--- config.mk ---
export PLATFORM = sky130hd
export DESIGN_NAME = board_top
export DESIGN_NICKNAME = d
export VERILOG_FILES = /design/src/hdl/board_pkg.sv /design/src/hdl/apb_fabric.sv /design/src/hdl/board_clk_rst.sv /design/src/hdl/board_top.sv /design/src/hdl/gpio_ctrl.sv /design/src/hdl/soc_ctrl.sv
export SDC_FILE = /design/constraint.sdc
export NUM_CORES = 1
export LEC_CHECK = 0
export BUFFER_PORTS_ARGS = -buffer_cell sky130_fd_sc_hd__buf_2
export CAP_MARGIN = 30
export CORE_ASPECT_RATIO = 1.1
export CORE_MARGIN = 4
export CORE_UTILIZATION = 55
export DETAILED_ROUTE_END_ITERATION = 10
export GPL_TIMING_DRIVEN = 0
export PLACE_DENSITY = 0.78
export SLEW_MARGIN = 20
export SYNTH_ARGS = -nofsm -noshare
export SYNTH_HDL_FRONTEND = slang
export SYNTH_HIERARCHICAL = 1
export SYNTH_SLANG_ARGS = --single-unit
--- constraint.sdc ---
create_clock -name clk_gen -period 2.8 [get_ports clk_gen]
set_input_delay 0.28 -clock clk_gen [delete_from_list [all_inputs] [get_ports clk_gen]]
set_output_delay 0.28 -clock clk_gen [all_outputs]
set_load 0.02 [all_outputs]
--- src/hdl/board_pkg.sv ---
// shared widths and address map of the board APB subsystem
// imported by every RTL module and by the testbench
package board_pkg;

  localparam int unsigned APB_ADDR_W = 12;
  localparam int unsigned APB_DATA_W = 32;
  localparam int unsigned GPIO_W     = 14;

  // each region spans 256 bytes, upper address bits pick the region
  localparam int unsigned OFS_W = 8;

  localparam logic [APB_ADDR_W-1:0] SOC_CTRL_BASE = 12'h000;
  localparam logic [APB_ADDR_W-1:0] GPIO_BASE     = 12'h100;

  // system-control registers
  localparam logic [OFS_W-1:0] SOC_EXIT_VALUE_OFS  = 8'h00;
  localparam logic [OFS_W-1:0] SOC_EXIT_VALID_OFS  = 8'h04;
  localparam logic [OFS_W-1:0] SOC_BOOT_STATUS_OFS = 8'h08;
  localparam logic [OFS_W-1:0] SOC_SCRATCH_OFS     = 8'h0C;

  // gpio registers
  localparam logic [OFS_W-1:0] GPIO_DIR_OFS = 8'h00;
  localparam logic [OFS_W-1:0] GPIO_OUT_OFS = 8'h04;
  localparam logic [OFS_W-1:0] GPIO_IN_OFS  = 8'h08;
  localparam logic [OFS_W-1:0] GPIO_SET_OFS = 8'h0C;
  localparam logic [OFS_W-1:0] GPIO_CLR_OFS = 8'h10;

endpackage

--- src/hdl/apb_fabric.sv ---
// APB fabric between the external host and the peripheral slaves
// decodes the region, selects one slave and routes its response back
module apb_fabric
  import board_pkg::*;
(
  input  logic                  clk_gen,
  input  logic                  rst_n,
  input  logic [APB_ADDR_W-1:0] paddr_i,
  input  logic                  psel_i,
  input  logic                  penable_i,
  input  logic                  pwrite_i,
  input  logic [APB_DATA_W-1:0] pwdata_i,
  input  logic [APB_DATA_W-1:0] soc_prdata_i,
  input  logic                  soc_pready_i,
  input  logic                  soc_pslverr_i,
  input  logic [APB_DATA_W-1:0] gpio_prdata_i,
  input  logic                  gpio_pready_i,
  input  logic                  gpio_pslverr_i,
  output logic                  soc_psel_o,
  output logic                  gpio_psel_o,
  output logic [APB_DATA_W-1:0] prdata_o,
  output logic                  pready_o,
  output logic                  pslverr_o
);

  localparam int unsigned REGION_W = APB_ADDR_W - OFS_W;

  logic [REGION_W-1:0] region;
  logic                soc_hit;
  logic                gpio_hit;
  logic                unmapped;
  logic                err_q;

  assign region   = paddr_i[APB_ADDR_W-1:OFS_W];
  assign soc_hit  = region == SOC_CTRL_BASE[APB_ADDR_W-1:OFS_W];
  assign gpio_hit = region == GPIO_BASE[APB_ADDR_W-1:OFS_W];
  assign unmapped = ~soc_hit & ~gpio_hit;

  assign soc_psel_o  = psel_i & soc_hit;
  assign gpio_psel_o = psel_i & gpio_hit;

  // set in the setup cycle of an unmapped access, so the error
  // answer comes in the access cycle without a wait state
  always_ff @(posedge clk_gen or negedge rst_n) begin
    if (!rst_n) begin
      err_q <= 1'b0;
    end else begin
      err_q <= psel_i & ~penable_i & unmapped;
    end
  end

  // response mux, write data only goes to the slaves
  always_comb begin
    prdata_o  = '0;
    pready_o  = 1'b0;
    pslverr_o = 1'b0;
    if (soc_psel_o) begin
      prdata_o  = soc_prdata_i;
      pready_o  = soc_pready_i;
      pslverr_o = soc_pslverr_i;
    end else if (gpio_psel_o) begin
      prdata_o  = gpio_prdata_i;
      pready_o  = gpio_pready_i;
      pslverr_o = gpio_pslverr_i;
    end else if (psel_i && penable_i && err_q) begin
      pready_o  = 1'b1;
      pslverr_o = 1'b1;
    end
  end

endmodule

--- src/hdl/board_clk_rst.sv ---
// board reset conditioning and heartbeat LED
// the synchronized reset feeds every other block of the board
module board_clk_rst #(
  parameter bit          RST_ACTIVE_LOW       = 1'b1,
  parameter int unsigned CLK_LED_COUNT_LENGTH = 27
) (
  input  logic clk_gen,
  input  logic rst_board_i,
  output logic rst_sync_n_o,
  output logic rst_led_o,
  output logic clk_led_o
);

  logic                            rst_board_n;
  logic [1:0]                      rst_sync_q;
  logic [CLK_LED_COUNT_LENGTH-1:0] clk_count_q;

  // board button polarity depends on the target board
  assign rst_board_n = RST_ACTIVE_LOW ? rst_board_i : ~rst_board_i;

  // assert at once, release after two edges
  always_ff @(posedge clk_gen or negedge rst_board_n) begin
    if (!rst_board_n) begin
      rst_sync_q <= 2'b00;
    end else begin
      rst_sync_q <= {rst_sync_q[0], 1'b1};
    end
  end

  assign rst_sync_n_o = rst_sync_q[1];

  // free-running heartbeat counter
  always_ff @(posedge clk_gen or negedge rst_sync_n_o) begin
    if (!rst_sync_n_o) begin
      clk_count_q <= '0;
    end else begin
      clk_count_q <= clk_count_q + 1'b1;
    end
  end

  assign clk_led_o = clk_count_q[CLK_LED_COUNT_LENGTH-1];

  // debug LED shows the reset the design actually sees
  assign rst_led_o = rst_sync_n_o;

endmodule

--- src/hdl/board_top.sv ---
// board-level wrapper of the prototype: reset, heartbeat and APB peripherals
// the external host drives the APB port directly
module board_top
  import board_pkg::*;
#(
  parameter bit          RST_ACTIVE_LOW       = 1'b1,
  parameter int unsigned CLK_LED_COUNT_LENGTH = 27
) (
  input  logic                  clk_gen,
  input  logic                  rst_i,
  input  logic                  boot_select_i,
  input  logic                  execute_from_flash_i,
  input  logic [APB_ADDR_W-1:0] paddr_i,
  input  logic                  psel_i,
  input  logic                  penable_i,
  input  logic                  pwrite_i,
  input  logic [APB_DATA_W-1:0] pwdata_i,
  input  logic [GPIO_W-1:0]     gpio_i,
  output logic [APB_DATA_W-1:0] prdata_o,
  output logic                  pready_o,
  output logic                  pslverr_o,
  output logic [GPIO_W-1:0]     gpio_o,
  output logic [GPIO_W-1:0]     gpio_oe_o,
  output logic                  exit_value_o,
  output logic                  exit_valid_o,
  output logic                  rst_led_o,
  output logic                  clk_led_o
);

  logic                  rst_sync_n;
  logic                  soc_psel;
  logic                  gpio_psel;
  logic [APB_DATA_W-1:0] soc_prdata;
  logic                  soc_pready;
  logic                  soc_pslverr;
  logic [APB_DATA_W-1:0] gpio_prdata;
  logic                  gpio_pready;
  logic                  gpio_pslverr;

  board_clk_rst #(
    .RST_ACTIVE_LOW      (RST_ACTIVE_LOW),
    .CLK_LED_COUNT_LENGTH(CLK_LED_COUNT_LENGTH)
  ) i_board_clk_rst (
    .clk_gen     (clk_gen),
    .rst_board_i (rst_i),
    .rst_sync_n_o(rst_sync_n),
    .rst_led_o   (rst_led_o),
    .clk_led_o   (clk_led_o)
  );

  apb_fabric i_apb_fabric (
    .clk_gen       (clk_gen),
    .rst_n         (rst_sync_n),
    .paddr_i       (paddr_i),
    .psel_i        (psel_i),
    .penable_i     (penable_i),
    .pwrite_i      (pwrite_i),
    .pwdata_i      (pwdata_i),
    .soc_prdata_i  (soc_prdata),
    .soc_pready_i  (soc_pready),
    .soc_pslverr_i (soc_pslverr),
    .gpio_prdata_i (gpio_prdata),
    .gpio_pready_i (gpio_pready),
    .gpio_pslverr_i(gpio_pslverr),
    .soc_psel_o    (soc_psel),
    .gpio_psel_o   (gpio_psel),
    .prdata_o      (prdata_o),
    .pready_o      (pready_o),
    .pslverr_o     (pslverr_o)
  );

  soc_ctrl i_soc_ctrl (
    .clk_gen             (clk_gen),
    .rst_n               (rst_sync_n),
    .psel_i              (soc_psel),
    .penable_i           (penable_i),
    .pwrite_i            (pwrite_i),
    .paddr_i             (paddr_i),
    .pwdata_i            (pwdata_i),
    .boot_select_i       (boot_select_i),
    .execute_from_flash_i(execute_from_flash_i),
    .prdata_o            (soc_prdata),
    .pready_o            (soc_pready),
    .pslverr_o           (soc_pslverr),
    .exit_value_o        (exit_value_o),
    .exit_valid_o        (exit_valid_o)
  );

  gpio_ctrl i_gpio_ctrl (
    .clk_gen  (clk_gen),
    .rst_n    (rst_sync_n),
    .psel_i   (gpio_psel),
    .penable_i(penable_i),
    .pwrite_i (pwrite_i),
    .paddr_i  (paddr_i),
    .pwdata_i (pwdata_i),
    .gpio_i   (gpio_i),
    .prdata_o (gpio_prdata),
    .pready_o (gpio_pready),
    .pslverr_o(gpio_pslverr),
    .gpio_o   (gpio_o),
    .gpio_oe_o(gpio_oe_o)
  );

endmodule

--- src/hdl/gpio_ctrl.sv ---
// GPIO APB slave for the board pins
// direction and output data registers, set/clear strobes, synchronized input
module gpio_ctrl
  import board_pkg::*;
(
  input  logic                  clk_gen,
  input  logic                  rst_n,
  input  logic                  psel_i,
  input  logic                  penable_i,
  input  logic                  pwrite_i,
  input  logic [APB_ADDR_W-1:0] paddr_i,
  input  logic [APB_DATA_W-1:0] pwdata_i,
  input  logic [GPIO_W-1:0]     gpio_i,
  output logic [APB_DATA_W-1:0] prdata_o,
  output logic                  pready_o,
  output logic                  pslverr_o,
  output logic [GPIO_W-1:0]     gpio_o,
  output logic [GPIO_W-1:0]     gpio_oe_o
);

  logic [OFS_W-1:0]      ofs;
  logic                  access;
  logic                  ofs_valid;
  logic                  wr_en;
  logic [APB_DATA_W-1:0] rdata;
  logic [GPIO_W-1:0]     wr_bits;
  logic [GPIO_W-1:0]     dir_q;
  logic [GPIO_W-1:0]     out_q;
  logic [GPIO_W-1:0]     in_meta_q;
  logic [GPIO_W-1:0]     in_sync_q;

  assign ofs     = paddr_i[OFS_W-1:0];
  assign access  = psel_i & penable_i;
  assign wr_en   = access & pwrite_i & ofs_valid;
  assign wr_bits = pwdata_i[GPIO_W-1:0];

  // set and clear are write-only strobes and read as zero
  always_comb begin
    ofs_valid = 1'b1;
    rdata     = '0;
    case (ofs)
      GPIO_DIR_OFS: rdata[GPIO_W-1:0] = dir_q;
      GPIO_OUT_OFS: rdata[GPIO_W-1:0] = out_q;
      GPIO_IN_OFS:  rdata[GPIO_W-1:0] = in_sync_q;
      GPIO_SET_OFS: rdata = '0;
      GPIO_CLR_OFS: rdata = '0;
      default:      ofs_valid = 1'b0;
    endcase
  end

  always_ff @(posedge clk_gen or negedge rst_n) begin
    if (!rst_n) begin
      dir_q <= '0;
      out_q <= '0;
    end else if (wr_en) begin
      case (ofs)
        GPIO_DIR_OFS: dir_q <= wr_bits;
        GPIO_OUT_OFS: out_q <= wr_bits;
        GPIO_SET_OFS: out_q <= out_q | wr_bits;
        GPIO_CLR_OFS: out_q <= out_q & ~wr_bits;
        default:      ;
      endcase
    end
  end

  // pins are asynchronous to clk_gen
  always_ff @(posedge clk_gen or negedge rst_n) begin
    if (!rst_n) begin
      in_meta_q <= '0;
      in_sync_q <= '0;
    end else begin
      in_meta_q <= gpio_i;
      in_sync_q <= in_meta_q;
    end
  end

  assign prdata_o  = (access && !pwrite_i) ? rdata : '0;
  assign pready_o  = access;
  assign pslverr_o = access & ~ofs_valid;
  assign gpio_o    = out_q;
  assign gpio_oe_o = dir_q;

endmodule

--- src/hdl/soc_ctrl.sv ---
// system-control APB slave: exit value and flag, boot straps, scratch
// answers with no wait states, unknown offsets give an error
module soc_ctrl
  import board_pkg::*;
(
  input  logic                  clk_gen,
  input  logic                  rst_n,
  input  logic                  psel_i,
  input  logic                  penable_i,
  input  logic                  pwrite_i,
  input  logic [APB_ADDR_W-1:0] paddr_i,
  input  logic [APB_DATA_W-1:0] pwdata_i,
  input  logic                  boot_select_i,
  input  logic                  execute_from_flash_i,
  output logic [APB_DATA_W-1:0] prdata_o,
  output logic                  pready_o,
  output logic                  pslverr_o,
  output logic                  exit_value_o,
  output logic                  exit_valid_o
);

  logic [OFS_W-1:0]      ofs;
  logic                  access;
  logic                  ofs_valid;
  logic                  wr_en;
  logic [APB_DATA_W-1:0] rdata;
  logic [APB_DATA_W-1:0] exit_value_q;
  logic [APB_DATA_W-1:0] scratch_q;
  logic                  exit_valid_q;
  logic [1:0]            strap_meta_q;
  logic [1:0]            strap_sync_q;
  logic [1:0]            boot_status_q;
  logic [1:0]            strap_cnt_q;

  assign ofs    = paddr_i[OFS_W-1:0];
  assign access = psel_i & penable_i;
  assign wr_en  = access & pwrite_i & ofs_valid;

  always_comb begin
    ofs_valid = 1'b1;
    rdata     = '0;
    case (ofs)
      SOC_EXIT_VALUE_OFS:  rdata = exit_value_q;
      SOC_EXIT_VALID_OFS:  rdata[0] = exit_valid_q;
      SOC_BOOT_STATUS_OFS: rdata[1:0] = boot_status_q;
      SOC_SCRATCH_OFS:     rdata = scratch_q;
      default:             ofs_valid = 1'b0;
    endcase
  end

  always_ff @(posedge clk_gen or negedge rst_n) begin
    if (!rst_n) begin
      exit_value_q <= '0;
      exit_valid_q <= 1'b0;
      scratch_q    <= '0;
    end else if (wr_en) begin
      case (ofs)
        SOC_EXIT_VALUE_OFS: exit_value_q <= pwdata_i;
        // sticky until reset
        SOC_EXIT_VALID_OFS: exit_valid_q <= exit_valid_q | pwdata_i[0];
        SOC_SCRATCH_OFS:    scratch_q <= pwdata_i;
        default:            ;
      endcase
    end
  end

  // straps go through two flops, latched on the third cycle after reset
  always_ff @(posedge clk_gen or negedge rst_n) begin
    if (!rst_n) begin
      strap_meta_q  <= 2'b00;
      strap_sync_q  <= 2'b00;
      boot_status_q <= 2'b00;
      strap_cnt_q   <= 2'd0;
    end else begin
      strap_meta_q <= {execute_from_flash_i, boot_select_i};
      strap_sync_q <= strap_meta_q;
      if (strap_cnt_q != 2'd3) begin
        strap_cnt_q <= strap_cnt_q + 2'd1;
      end
      if (strap_cnt_q == 2'd2) begin
        boot_status_q <= strap_sync_q;
      end
    end
  end

  assign prdata_o     = (access && !pwrite_i) ? rdata : '0;
  assign pready_o     = access;
  assign pslverr_o    = access & ~ofs_valid;
  assign exit_value_o = exit_value_q[0];
  assign exit_valid_o = exit_valid_q;

endmodule

======== Word-level counts from Yosys, hierarchy flattened ========
Cells that the tools add are included.
W data, S select, Z words.
storage, ports and cells
  flip-flop bits (word level) ............. 159
  input bits .............................. 65
  output and inout port bits .............. 66
  logic and storage cells ................. 76
operators by class
  $add $sub $neg .......................... 2
  equality and inequality tests ........... 7
  mux-type cells .......................... 16
  bitwise logic cells ..................... 22
  reductions and logical operators ........ 15
operators by type and width
  cell                     number
  $mux W32                 3
  $pmux W14 S3             2
  $pmux W30 S2             1
  $add A27 B1 Y27 const B  1
  $eq A8 B4 Y1 const B     2
  $and A14 B14 Y14         1
  $mux W14                 1
  $not A14 Y14             1
  $or A14 B14 Y14          1
  $and A1 B1 Y1            13
  $reduce_and A2 Y1        5
  $eq A8 B3 Y1 const B     1
  $eq A8 B5 Y1 const B     1
  $logic_not A8 Y1         1
  $mux W1                  7
  $not A1 Y1               5
  $reduce_or A5 Y1         1
  $eq A4 B1 Y1 const B     1
  $logic_and A1 B1 Y1      4
  $logic_not A4 Y1         1
  $pmux W1 S4              1
  $reduce_or A4 Y1         1
  $pmux W1 S3              1
  $reduce_bool A3 Y1       1
  other kinds (5)          5

======== Longest topological paths before layout ========
  word-level depth ........................ 7
  depth in mapped cells ................... 11
  mapped depth without buffers ............ 8

======== Hierarchy ========
The synthesis kept the hierarchy.
modules (own cells, without submodules)
  module         times used  cells each  area an instance (um^2)  seq. area each (um^2)
  soc_ctrl       1           245         3,289.4                  1,826.8
  gpio_ctrl      1           233         2,546.2                  1,401.3
  board_clk_rst  1           104         1,241.2                  725.7
  apb_fabric     1           83          603.1                    25.0

======== Worst setup path after synthesis ========
Ideal clock, no wire load.
  kind .................................... in2out
  start point ............................. in paddr_i[9]
  end point ............................... out prdata_o[10]
  arrival time ............................ 2.487 ns
  data required time ...................... 2.520 ns
  slack ................................... 0.033 ns
  cell stages on the path ................. 11
  path buffers ............................ 4
  cells stage by stage .................... or4b_1 buf_6 buf_6 nor2_1 nand2_1 or4_4 buf_6 buf_6 nor2_1 mux2i_1 nor2_1
on the way
  elaborated cells between the ends (all ways) .. 12
  classes of those cells .................. 1 x eq/ne; 4 x mux; 4 x bitwise; 3 x reduce/logical
RTL lines
  element                   line              text
  from (decl)               board_top.sv:13   input logic [APB_ADDR_W-1:0] paddr_i,
  $logic_not A4 Y1          apb_fabric.sv:35  assign soc_hit = region == SOC_CTRL_BASE[APB_ADDR_W-1:OFS_W];
  $and A1 B1 Y1             apb_fabric.sv:39  assign soc_psel_o = psel_i & soc_hit;
  named net soc_psel        board_top.sv:31   logic soc_psel;
  $and A1 B1 Y1             soc_ctrl.sv:36    assign access = psel_i & penable_i;
  $logic_and A1 B1 Y1       soc_ctrl.sv:86    assign prdata_o = (access && !pwrite_i) ? rdata : '0;
  $mux W32                  soc_ctrl.sv:86
  named net soc_prdata[10]  board_top.sv:33   logic [APB_DATA_W-1:0] soc_prdata;
  $mux W32                  apb_fabric.sv:57  if (soc_psel_o) begin
  to (decl)                 board_top.sv:19   output logic [APB_DATA_W-1:0] prdata_o,
The timed path passes the listed nets, and every way through them passes these cells.

======== Final worst setup path ========
  start point ............................. in paddr_i[11]
  end point ............................... out prdata_o[7]
Same word-level chain as after synthesis.

==> run summary <==
Status -> finished, final reports clean
Sw Ratio -> 21.6%
Root Buffer -> clkbuf_16
Num CTS Buffers -> 17
Post-DP HPWL -> 12600 microns
Vias -> 5805
Die Wd -> 121 microns
Hold Fails Final Rpt -> 0
Final Wtd Congestion -> 0.876
Die height -> 132 microns
DR iter-0 viols -> 332
Core area -> 13700 sq um
DRC viols -> 0
Critical path launch point -> paddr_i[11]
Netlist cell types -> 48
Crit path launch type -> input port
Share of cells above drive strength 1 -> 36.5%
Pre-Repair DR Iteration Count -> 5
CTS Sinks -> 159
Clock Skew -> 0.00550 ns
Worst-skew pair later-pin latency -> 0.41 ns
LEAKAGE -> 0.00475 uW
Post-Synth XOR/XNOR Area -> 2.97%
Sw Pwr -> 1020 uW
Synth warn -> 6
TritonCTS clock tree -> yes
Worst vdd ir -> 329 uV
Die area -> 15900 sq um
Synth Flop Type -> dfrtp_1
Total GRT Usage -> 23.0%
Rel. slew slack -> 55.1%
Syn Inst Count -> 665
Register area share after synthesis -> 51.8%
Mux cell area share after synthesis -> 19.0%
Reg power frac -> 49.5%
Total length of routed wires -> 17800 microns
Crit path DAT -> 2.42 ns
Cells after DPL -> 1001
Worst-margin pin slew -> 0.669 ns
Crit path max fanout -> 7
Post-synthesis simple-gate area fraction -> 15.4%
Fillers -> 1026
# port buffers -> 129
Number of synthesized flops with an enable pin -> 0
Via density -> 5.49
Design area -> 9600 sq um
Antenna violations before repair -> 1
Power Density -> 493 nW/um^2
WL/cell -> 16.9 microns
First-pass GRT wire length -> 29400 microns
P&R area growth vs syn -> 25.0%
Post-Synth Adder-Cell Area -> 0.489%
Worst EP required -> 2.52 ns
Detail Route Antenna Nets -> 0
Core Rows -> 45
Most frequent cells after synthesis -> 159 x dfrtp_1, 101 x nor2_1, 66 x mux2_2, 50 x mux2i_1, 39 x nand3_1
Async SR Flop Fraction -> 100%
Maximum number of pins on one net before global-route repair -> 87
Mean Syn Cell Area -> 11.5 sq um
Worst Setup Path Type -> in -> out
Complex-gate fraction of the synthesized area -> 4.66%
Hold path depth -> 2
Vias in the first global route -> 6022
Mapped Area -> 7680 sq um
Max-cap violations -> 0
R2r startpoint -> i_board_clk_rst/clk_count_q[0]$_DFF_PN0_
Min Clock Period, post-route -> 2.70 ns
Reg2Reg Depth -> 5
Ports -> 131
Largest area contributor in the netlist -> dfrtp_1
H-tree depth -> 4
Worst hold path type -> in -> reg
Placement-stage cell area -> 8680 sq um
Main combinational cell family by area after synthesis -> multiplexers
Period utilisation layout -> 96.5%
Fmax -> 370 MHz
Slew Limit Fails -> 0
Most frequent cell after synthesis -> dfrtp_1
Longest Clk Path Bufs -> 2
Gr ovfl total -> 0
Clock group share of total power -> 44.1%
Hold_sp -> pwdata_i[31]
Initial Util -> 55.9%
CTS clk-pin slew, worst paths -> 0.05 ns
Nets -> 925
Final non-filler cell total -> 1058
Combinational fraction of design power -> 6.4%
Post-synth top area share -> 51.8%
Largest cells by area after synthesis -> dfrtp_1 52%, mux2_2 9.7%, mux2i_1 6.5%
#FFs+latches synth -> 159
P_int -> 3710 uW
RSZ-0062 raised after global routing -> false
# setup viols final -> 0
Crit. End Element -> output pin
==> layout make-up <==
class / count / area (sq um) / area share (%)
tap: 188 / 235 / 2.45
multi-input combinational: 461 / 3410 / 35.6
clock inverter: 8 / 65.1 / 0.678
clock buffer: 23 / 468 / 4.87
inverter: 7 / 26.3 / 0.274
antenna: 1 / 2.50 / 0.0261
buffer: 51 / 379 / 3.95
sequential: 159 / 3980 / 41.4
timing repair buffer: 160 / 1030 / 10.7
==> worst max-delay path, cell delays in order <==
cell	delay, ns
buf_2	0.11
or4b_4	0.54
nor2_4	0.11
nand2_2	0.06
or4_4	0.60
buf_6	0.19
nor2_1	0.11
mux2i_1	0.09
nor2_1	0.15
buf_4	0.17
==> state kept, by name, indices dropped and copies added, names as in the netlist <==
register	flops
i_soc_ctrl/scratch_q	32
i_apb_fabric/err_q	1
i_soc_ctrl/strap_sync_q	2
i_soc_ctrl/exit_value_q	32
i_soc_ctrl/strap_cnt_q	2
i_gpio_ctrl/in_meta_q	14
i_soc_ctrl/boot_status_q	2
i_gpio_ctrl/gpio_o	14
i_board_clk_rst/rst_sync_q	2
i_gpio_ctrl/gpio_oe_o	14
i_gpio_ctrl/in_sync_q	14
i_soc_ctrl/exit_valid_o	1
i_soc_ctrl/strap_meta_q	2
i_board_clk_rst/clk_count_q	27
==> stage by stage <==
| step | hold WS [ns] | total power (uW) | utilization, % | setup TNS, ns | setup WS (ns) |
|---|---|---|---|---|---|
| 6_report | 0.113 | 4730 | 69.9 | 0 | 0.0969 |
| 5_1_grt | 0.0977 | 4920 | 69.9 | 0 | 0.00713 |
| 4_1_cts | 0.0872 | 4780 | 69.7 | -0.00240 | -0.00240 |
| 3_5_place_dp | 0.0659 | 2660 | 63.2 | -12.50 | -0.323 |
| 3_3_place_gp | 0.0652 | 2640 | 62.8 | -10.16 | -0.296 |
| 2_1_floorplan | -0.0156 | 2530 | - | 0 | 0.0330 |
==> routing by layer <==
| layer | GRT usage (%) | wire length, microns | up-vias |
|---|---|---|---|
| li1 | - | - | 2684 |
| met1 | 28.2 | 7220 | 2906 |
| met2 | 39.5 | 9270 | 174 |
| met3 | 4.85 | 891 | 39 |
| met4 | 9.45 | 447 | 2 |
| met5 | 0 | 13 | - |
==> power by group through the flow <==
stage,clock network (uW),registers (uW),logic (uW)
after floorplan,0,2380,149
after global placement,0,2390,253
after detailed placement,0,2380,274
after CTS,2140,2340,299
after global routing,2240,2340,331
final,2080,2340,303
==> path summary, 6_finish.rpt <==
| path | endpoint | slack, ns |
|---|---|---|
| setup / recovery | prdata_o[7] | 0.1 |
| hold / removal | i_soc_ctrl/exit_value_q[31]$_DFFE_PN0P_ | 0.11 |
| min in group asynchronous | i_board_clk_rst/rst_sync_q[0]$_DFF_PN0_ | 0.17 |
| max in group asynchronous | i_soc_ctrl/exit_value_q[13]$_DFFE_PN0P_ | 1.15 |
| hold reg to reg | i_board_clk_rst/clk_count_q[10]$_DFF_PN0_ | 0.25 |
| setup reg to reg | i_board_clk_rst/clk_count_q[26]$_DFF_PN0_ | 1.01 |
==> repair_timing <==
item / CTS / global route
resized for setup: 37 / 10
hold buffers: 17 / 0
pin swaps: 20 / 3
hold endpoints to repair: 18 / 0
cloned: 2 / 0
endpoints found under the setup margin: 32 / 33
setup buffers: 9 / 1
==> cells in the final DEF (no fill, tap or decap), types with 10 or more instances in the layout <==
cell type      count
clkbuf_16         17
nand4_1           11
mux2i_1           50
a22oi_1           30
nand3b_1          15
mux2_4            10
buf_6             15
buf_2            117
nand3_1           39
dfrtp_1          159
buf_4             44
nand2_1           24
a21oi_1           16
nor2_1            92
xnor2_1           14
clkbuf_1          15
conb_1            19
dlygate4sd3_1     17
mux2_2            66
xor2_1            12
==> logic make-up after synthesis <==
logic type | Yosys count
and+or+nand+nor | 229
DFF | 159
muxes | 131
buffers and inverters | 62
AOI/OAI and AO/OA | 53
xor gates and xnor gates | 26
adders and majority gates | 3
other | 2
Note: power is estimated with default switching activity, not from simulation.
